File: src/hdl/coreStorePkg.sv
package coreStorePkg;

    // number of core store ports
    localparam int NumCores = 4;

    // one stored word
    localparam int WordWidth = 16;

    // word address into the sixteen-word bank, row in the upper bits
    localparam int WordAddrWidth = 4;

    // store opcodes as seen on the core side
    typedef enum logic {
        opStore      = 1'b0,
        opStoreFlush = 1'b1
    } coreOp;

    // one store as a core presents it
    typedef struct packed {
        coreOp                    op;
        logic [WordAddrWidth-1:0] wordAddr;
        logic [WordWidth-1:0]     data;
    } coreStore;

    // granted store handed from intake to the bank
    // flush forces the word's row out once the word lands
    typedef struct packed {
        logic [WordAddrWidth-1:0] wordAddr;
        logic [WordWidth-1:0]     data;
        logic                     flush;
    } bankWrite;

endpackage
File: src/hdl/memRowPkg.sv
package memRowPkg;

    // bank geometry, four rows of four words
    localparam int NumRows      = 4;
    localparam int RowWords     = 4;
    localparam int RowAddrWidth = 2;

    // one row as a single memory write
    localparam int RowDataWidth = RowWords * coreStorePkg::WordWidth;

    // row write to data memory
    // word 0 sits in the top bits of data, mask bit k belongs to word k
    typedef struct packed {
        logic [RowAddrWidth-1:0] rowAddr;
        logic [RowWords-1:0]     wordMask;
        logic [RowDataWidth-1:0] data;
    } memRow;

    // bank state as the flush stage sees it
    typedef struct packed {
        logic [NumRows-1:0]                   pending;
        logic [NumRows-1:0]                   partial;
        logic [NumRows-1:0][RowWords-1:0]     wordMask;
        logic [NumRows-1:0][RowDataWidth-1:0] rowData;
    } rowRequest;

endpackage

File: src/hdl/storeGather.sv
module storeGather #(
    parameter int StoreDepth = 2,
    parameter int MemCredits = 2
) (
    input  logic                                               clk,
    input  logic                                               reset,
    input  logic [coreStorePkg::NumCores-1:0]                  storeValid,
    input  coreStorePkg::coreStore [coreStorePkg::NumCores-1:0] stores,
    output logic [coreStorePkg::NumCores-1:0]                  storeCredit,
    output logic                                               memValid,
    output memRowPkg::memRow                                   memData,
    input  logic                                               memCredit
);
    import coreStorePkg::*;
    import memRowPkg::*;

    // intake to bank
    logic                    wrValid;
    bankWrite                wr;
    logic [NumRows-1:0]      rowBusy;

    // bank to flush
    rowRequest               req;
    logic                    releaseValid;
    logic [RowAddrWidth-1:0] releaseRow;

    // stage 1, per-core FIFOs and arbitration
    storeIntake #(
        .StoreDepth (StoreDepth)
    ) storeIntake_i (
        .clk         (clk),
        .reset       (reset),
        .storeValid  (storeValid),
        .stores      (stores),
        .storeCredit (storeCredit),
        .rowBusy     (rowBusy),
        .wrValid     (wrValid),
        .wr          (wr)
    );

    // stage 2, word gathering
    gatherBank gatherBank_i (
        .clk          (clk),
        .reset        (reset),
        .wrValid      (wrValid),
        .wr           (wr),
        .rowBusy      (rowBusy),
        .req          (req),
        .releaseValid (releaseValid),
        .releaseRow   (releaseRow)
    );

    // stage 3, row writes to memory
    rowFlush #(
        .MemCredits (MemCredits)
    ) rowFlush_i (
        .clk          (clk),
        .reset        (reset),
        .req          (req),
        .releaseValid (releaseValid),
        .releaseRow   (releaseRow),
        .memValid     (memValid),
        .memData      (memData),
        .memCredit    (memCredit)
    );

endmodule

File: src/hdl/rowFlush.sv
module rowFlush #(
    parameter int MemCredits = 2
) (
    input  logic                               clk,
    input  logic                               reset,
    input  memRowPkg::rowRequest               req,
    output logic                               releaseValid,
    output logic [memRowPkg::RowAddrWidth-1:0] releaseRow,
    output logic                               memValid,
    output memRowPkg::memRow                   memData,
    input  logic                               memCredit
);
    import memRowPkg::*;

    localparam int CreditWidth = $clog2(MemCredits + 1);

    // row writes memory can still accept
    logic [CreditWidth-1:0]  credits;
    logic                    haveCredit;
    logic [RowAddrWidth-1:0] selRow;

    assign haveCredit = (credits != '0);

    // lowest-numbered pending row wins
    always_comb
    begin
        selRow = '0;
        for (int r = NumRows - 1; r >= 0; r--)
        begin
            if (req.pending[r])
                selRow = RowAddrWidth'(r);
        end
    end

    // issue in the cycle after the row turns pending
    assign memValid = haveCredit && (req.pending != '0);

    // bank drops the row on the edge that ends this cycle
    assign releaseValid = memValid;
    assign releaseRow   = selRow;

    // pack the row write
    always_comb
    begin
        memData.rowAddr = selRow;
        memData.data    = req.rowData[selRow];
        // a complete row always goes out with the full mask
        if (req.partial[selRow])
            memData.wordMask = req.wordMask[selRow];
        else
            memData.wordMask = '1;
    end

    // spend on memValid, refill on memCredit, both at once cancel
    always_ff @(posedge clk)
    begin
        if (reset)
        begin
            credits <= CreditWidth'(MemCredits);
        end
        else
        begin
            credits <= credits + CreditWidth'(memCredit) - CreditWidth'(memValid);
        end
    end

endmodule

File: src/hdl/gatherBank.sv
module gatherBank (
    input  logic                              clk,
    input  logic                              reset,
    input  logic                              wrValid,
    input  coreStorePkg::bankWrite            wr,
    output logic [memRowPkg::NumRows-1:0]     rowBusy,
    output memRowPkg::rowRequest              req,
    input  logic                              releaseValid,
    input  logic [memRowPkg::RowAddrWidth-1:0] releaseRow
);
    import coreStorePkg::*;
    import memRowPkg::*;

    // low address bits pick the word within a row
    localparam int ColWidth = WordAddrWidth - RowAddrWidth;

    // the sixteen word registers, [row][word]
    logic [WordWidth-1:0]             words [NumRows][RowWords];
    logic [NumRows-1:0][RowWords-1:0] valid;
    logic [NumRows-1:0]               pending;
    logic [NumRows-1:0]               partial;

    logic [RowAddrWidth-1:0]          wrRow;
    logic [ColWidth-1:0]              wrCol;
    logic [RowWords-1:0]              newValid;
    logic                             rowDone;

    assign wrRow = wr.wordAddr[WordAddrWidth-1 -: RowAddrWidth];
    assign wrCol = wr.wordAddr[ColWidth-1:0];

    // valid mask of the target row once this write lands
    always_comb
    begin
        newValid        = valid[wrRow];
        newValid[wrCol] = 1'b1;
    end

    // all four words present, the gather condition
    assign rowDone = &newValid;

    always_ff @(posedge clk)
    begin
        if (reset)
        begin
            valid   <= '0;
            pending <= '0;
            partial <= '0;
        end
        else
        begin
            // row has gone to memory, start gathering it afresh
            if (releaseValid)
            begin
                valid[releaseRow]   <= '0;
                pending[releaseRow] <= 1'b0;
                partial[releaseRow] <= 1'b0;
            end
            // intake never targets a pending row, so this cannot hit the released row
            if (wrValid)
            begin
                valid[wrRow] <= newValid;
                if (rowDone || wr.flush)
                begin
                    pending[wrRow] <= 1'b1;
                    // flush of an incomplete row goes out with a partial mask
                    partial[wrRow] <= !rowDone;
                end
            end
        end
    end

    // word storage
    always_ff @(posedge clk)
    begin
        if (wrValid)
            words[wrRow][wrCol] <= wr.data;
    end

    // pending rows are frozen until released
    assign rowBusy = pending;

    // present the bank to the flush stage
    always_comb
    begin
        req.pending  = pending;
        req.partial  = partial;
        req.wordMask = valid;
        for (int r = 0; r < NumRows; r++)
        begin
            for (int k = 0; k < RowWords; k++)
            begin
                // word 0 lands in the top bits
                req.rowData[r][(RowWords - 1 - k) * WordWidth +: WordWidth] = words[r][k];
            end
        end
    end

endmodule

File: src/hdl/storeIntake.sv
module storeIntake #(
    parameter int StoreDepth = 2
) (
    input  logic                                               clk,
    input  logic                                               reset,
    input  logic [coreStorePkg::NumCores-1:0]                  storeValid,
    input  coreStorePkg::coreStore [coreStorePkg::NumCores-1:0] stores,
    output logic [coreStorePkg::NumCores-1:0]                  storeCredit,
    input  logic [memRowPkg::NumRows-1:0]                      rowBusy,
    output logic                                               wrValid,
    output coreStorePkg::bankWrite                             wr
);
    import coreStorePkg::*;
    import memRowPkg::*;

    localparam int PtrWidth    = (StoreDepth > 1) ? $clog2(StoreDepth) : 1;
    localparam int CountWidth  = $clog2(StoreDepth + 1);
    localparam int CoreIdWidth = $clog2(NumCores);

    // per-core FIFO storage, sized to the credits a core holds
    coreStore               fifoMem [NumCores][StoreDepth];
    logic [PtrWidth-1:0]    rdPtr [NumCores];
    logic [PtrWidth-1:0]    wrPtr [NumCores];
    logic [CountWidth-1:0]  count [NumCores];
    coreStore               head [NumCores];

    logic [CoreIdWidth-1:0] lastGrant;
    logic [NumRows-1:0]     blocked;
    logic [NumCores-1:0]    eligible;
    logic [NumCores-1:0]    grant;
    logic [CoreIdWidth-1:0] grantId;

    function automatic logic [PtrWidth-1:0] nextPtr(input logic [PtrWidth-1:0] ptr);
        // wrap explicitly, depth need not be a power of two
        return (ptr == PtrWidth'(StoreDepth - 1)) ? '0 : ptr + 1'b1;
    endfunction

    // rows the bank is flushing, plus the row of the write still in flight
    // since that write may complete its row on the next edge
    always_comb
    begin
        blocked = rowBusy;
        if (wrValid)
        begin
            blocked[wr.wordAddr[WordAddrWidth-1 -: RowAddrWidth]] = 1'b1;
        end
    end

    // a core competes only if its head store targets a free row
    always_comb
    begin
        for (int i = 0; i < NumCores; i++)
        begin
            head[i]     = fifoMem[i][rdPtr[i]];
            eligible[i] = (count[i] != '0) &&
                          !blocked[head[i].wordAddr[WordAddrWidth-1 -: RowAddrWidth]];
        end
    end

    // round-robin, search starts one past the last winner
    always_comb
    begin
        logic [CoreIdWidth-1:0] cand;
        grant   = '0;
        grantId = lastGrant;
        for (int k = 1; k <= NumCores; k++)
        begin
            cand = CoreIdWidth'((int'(lastGrant) + k) % NumCores);
            if ((grant == '0) && eligible[cand])
            begin
                grant[cand] = 1'b1;
                grantId     = cand;
            end
        end
    end

    always_ff @(posedge clk)
    begin
        if (reset)
        begin
            for (int i = 0; i < NumCores; i++)
            begin
                rdPtr[i] <= '0;
                wrPtr[i] <= '0;
                count[i] <= '0;
            end
            lastGrant   <= '0;
            storeCredit <= '0;
            wrValid     <= 1'b0;
        end
        else
        begin
            // credits keep the push side from ever overflowing
            for (int i = 0; i < NumCores; i++)
            begin
                if (storeValid[i])
                    wrPtr[i] <= nextPtr(wrPtr[i]);
                if (grant[i])
                    rdPtr[i] <= nextPtr(rdPtr[i]);
                count[i] <= count[i] + CountWidth'(storeValid[i]) - CountWidth'(grant[i]);
            end
            if (grant != '0)
                lastGrant <= grantId;
            // credit goes back one cycle after the grant
            storeCredit <= grant;
            wrValid     <= |grant;
        end
    end

    // payload path
    always_ff @(posedge clk)
    begin
        for (int i = 0; i < NumCores; i++)
        begin
            if (storeValid[i])
                fifoMem[i][wrPtr[i]] <= stores[i];
        end
        if (grant != '0)
        begin
            wr.wordAddr <= head[grantId].wordAddr;
            wr.data     <= head[grantId].data;
            wr.flush    <= (head[grantId].op == opStoreFlush);
        end
    end

endmodule

File: config.mk
export PLATFORM = sky130hd
export DESIGN_NAME = storeGather
export DESIGN_NICKNAME = d
export VERILOG_FILES = /design/src/hdl/coreStorePkg.sv /design/src/hdl/memRowPkg.sv /design/src/hdl/storeGather.sv /design/src/hdl/rowFlush.sv /design/src/hdl/gatherBank.sv /design/src/hdl/storeIntake.sv
export SDC_FILE = /design/constraint.sdc
export NUM_CORES = 1
export LEC_CHECK = 0
export BUFFER_PORTS_ARGS = -buffer_cell sky130_fd_sc_hd__buf_2
export CORE_ASPECT_RATIO = 1.75
export CORE_MARGIN = 1
export CORE_UTILIZATION = 49
export DETAILED_ROUTE_END_ITERATION = 10
export PLACE_DENSITY = 0.67
export SETUP_SLACK_MARGIN = 0.5
export SYNTH_ARGS = -nofsm -noshare
export SYNTH_HDL_FRONTEND = slang
export SYNTH_SLANG_ARGS = --single-unit
File: constraint.sdc
create_clock -name clk -period 10.5 [get_ports clk]
set_input_delay 2.1 -clock clk [delete_from_list [all_inputs] [get_ports clk]]
set_output_delay 2.1 -clock clk [all_outputs]
set_load 0.02 [all_outputs]
==> reports/metrics.cfg <==
[power]
leakage_nw=7.73
power.density_nw_per_um2=292
finalPower_mw=6.65
ir_drop_mv=0.259

[sta]
fin_crit_sh_pct=55.1
tightest_slew_ns=1.11
hold_viol_final=0
setup_viol=0
slew_viol_final=0
fmax_mhz=173
slew-limit-headroom_pct=25.8
skew_ns=0.0101
period_minus_slack_ns=5.79
setup_tns_ns=0
rsz0062_at_grt=no

[clock_network]
cts_tree=built
clockRootBuffer=clkbuf_16
cts_hold_buffers=0
clock_latency_ns=0.56
postCtsSetupRepairBufs=0
clockBufferDepth=3
cts-htree-levels=2
clk_pin_slew_ns=0.07
clock_sinks=494
ctsResizeCount=0
cts-buffers-inserted=44

[setup_path]
critical_path_class=register to primary output
end_kind=primary output
r2r_setup_slack_ns=5.66
start_kind=register
cp_slowest_cell=buf_4
arrival_ns=3.69
crit_path_cell_trace=nor2_1 -> nor2_4 -> buf_4 -> mux2i_1 -> o21ai_0 -> buf_2
worstPathRequired_ns=8.40
crit_fanout=52
slowest_delay_ns=0.86

[logic_synthesis]
synth.distinct_cells=71
yosys-mux-area-fraction_pct=11.6
ys_top_cells_by_area=edfxtp_1 68%, mux2i_1 9.6%, dfxtp_1 4.1%
synth_ff_type=edfxtp_1
synthCells=1245
yosysMostFrequentCell=edfxtp_1
synthArstFlopShare_pct=0
synth_top_area_share_pct=67.6
synth_edf_count=453
synth_top_family_by_area=multiplexers
syn_area_per_cell_sq_um=16.2
synthTopCellsByCount=453 x edfxtp_1, 194 x mux2i_1, 77 x o21ai_0
yosysSeqAreaShare_pct=71.7
syn-num-nets=1352
synth_top_cell_by_area=edfxtp_1
synth-simple-area-share_pct=4.96
ys_ff_latch=494
synth_xor_area_share_pct=0.435
synth_adder_area_share_pct=0.995
yosysWarningCount=0
synth_compound_area_share_pct=7.81
syn_area_sq_um=20100

[floorplanning]
dieArea_sq_um=41900
core_sq_um=40300
start_util_pct=49.9
die_w_um=155
ios=166
fp-row-count=97
die_y_um=270

[finish]
syn_to_final_growth_pct=13.3
fin_nets=1526
drive_gt1_share_pct=22.1
nFillCells=3254

[placement]
post-dp-hpwl_um=30900
finalWeightedCongestion=0.902
io_buffer_count=165

[drt]
drtIter0Drc=785
viasPerCell=5.68
vias=11348
wl_um=46500
dr.pass1.iters=5
wl_per_cell_um=23.3
drtAntennaViolNets=0
drc=0

[grt]
grt_max_degree=71
antenna_found_initial=3
grt_pass1_wl_um=69000
gr-total-overflow=0
grtUsageTotal_pct=22.3
grt_pass1_vias=11434

[worst_hold_path]
hold_class=register to register

[flow_run]
maxCapViolCount=0

[status]
status=completed

==> cells in the final DEF (no fill, tap or decap), types with 31 or more instances in the layout <==
cell	count
o21ai_0	77
edfxtp_1	453
clkbuf_16	45
a22oi_1	75
nor2_1	68
buf_4	31
buf_2	165
dfxtp_1	41
mux2i_1	194
==> final cells by class <==
cell class / count / area, sq um / area share [%]
well taps: 544 / 681 / 2.99
inverters: 22 / 82.6 / 0.362
repair buffers: 196 / 1060 / 4.64
clock inverters: 21 / 120 / 0.527
clock buffers: 58 / 1170 / 5.16
diodes: 1 / 2.50 / 0.0110
multi-input cells: 661 / 5250 / 23.0
flip-flops and latches: 494 / 14400 / 63.3
==> final timing paths <==
kind	to	depth (start not counted)	startpoint
max	memData[58]	6	gatherBank_i.rowBusy[1]
min	storeIntake_i.count[3][1]	2	storeIntake_i.count[3][1]
max reg2reg	storeIntake_i.wr[19]	12	storeIntake_i.rdPtr[2]
min reg2reg	storeIntake_i.count[3][1]	2	storeIntake_i.count[3][1]
==> report_power, final <==
part	internal, mW	switching (mW)
Clock	0.793	0.692
Combinational	0.900	1.35
Sequential	2.63	0.290
==> per-stage QoR <==
step                hold slack, ns  utilization (%)  cells  cell area (sq um)  setup WS, ns
floorplan                    0.471                -   1245              20100          6.00
global placement             0.504             53.3   1917              21500          5.31
detailed placement           0.507             53.3   1917              21500          5.30
CTS                          0.528             56.6   1996              22800          4.70
global route                 0.556             56.6   1997              22800          4.62
finish                       0.525             56.6   1997              22800          4.71
==> critical path: cells and delay by family, from the launching register on <==
| family | cells | cell delay, ns |
|---|---|---|
| buffers and inverters | 2 | 1.12 |
| AND/OR/NAND/NOR | 2 | 0.76 |
| flip-flops | 1 | 0.55 |
| AO/OA/AOI/OAI | 1 | 0.45 |
| multiplexers | 1 | 0.15 |
==> sequential cells by signal (all words and copies together) (netlist names) <==
name	flops
storeIntake_i.storeCredit	4
storeIntake_i.count	8
storeIntake_i.lastGrant	2
gatherBank_i.words	256
rowFlush_i.credits	2
storeIntake_i.rdPtr	4
storeIntake_i.wrValid	1
storeIntake_i.wr	21
gatherBank_i.rowBusy	4
gatherBank_i.partial	4
storeIntake_i.wrPtr	4
gatherBank_i.req	16
storeIntake_i.fifoMem	168
==> routing by layer <==
metal | vias up | GRT usage [%] | routed length, um
li1 | 5231 | - | -
met1 | 5648 | 25.3 | 17500
met2 | 351 | 41.4 | 25200
met3 | 114 | 3.02 | 1900
met4 | 4 | 9.52 | 1880
met5 | - | 0 | 27
==> cells by family (layout without fill, tap and decap cells) <==
kind of cell	count (synthesis)	after routing
fa+ha+maj	16	16
compound gates	232	232
mux	225	225
simple gates	178	178
buf+inv	90	297
flops	494	494
other cells	0	1
xor+xnor	10	10
Power figures use the tool's default switching activity.
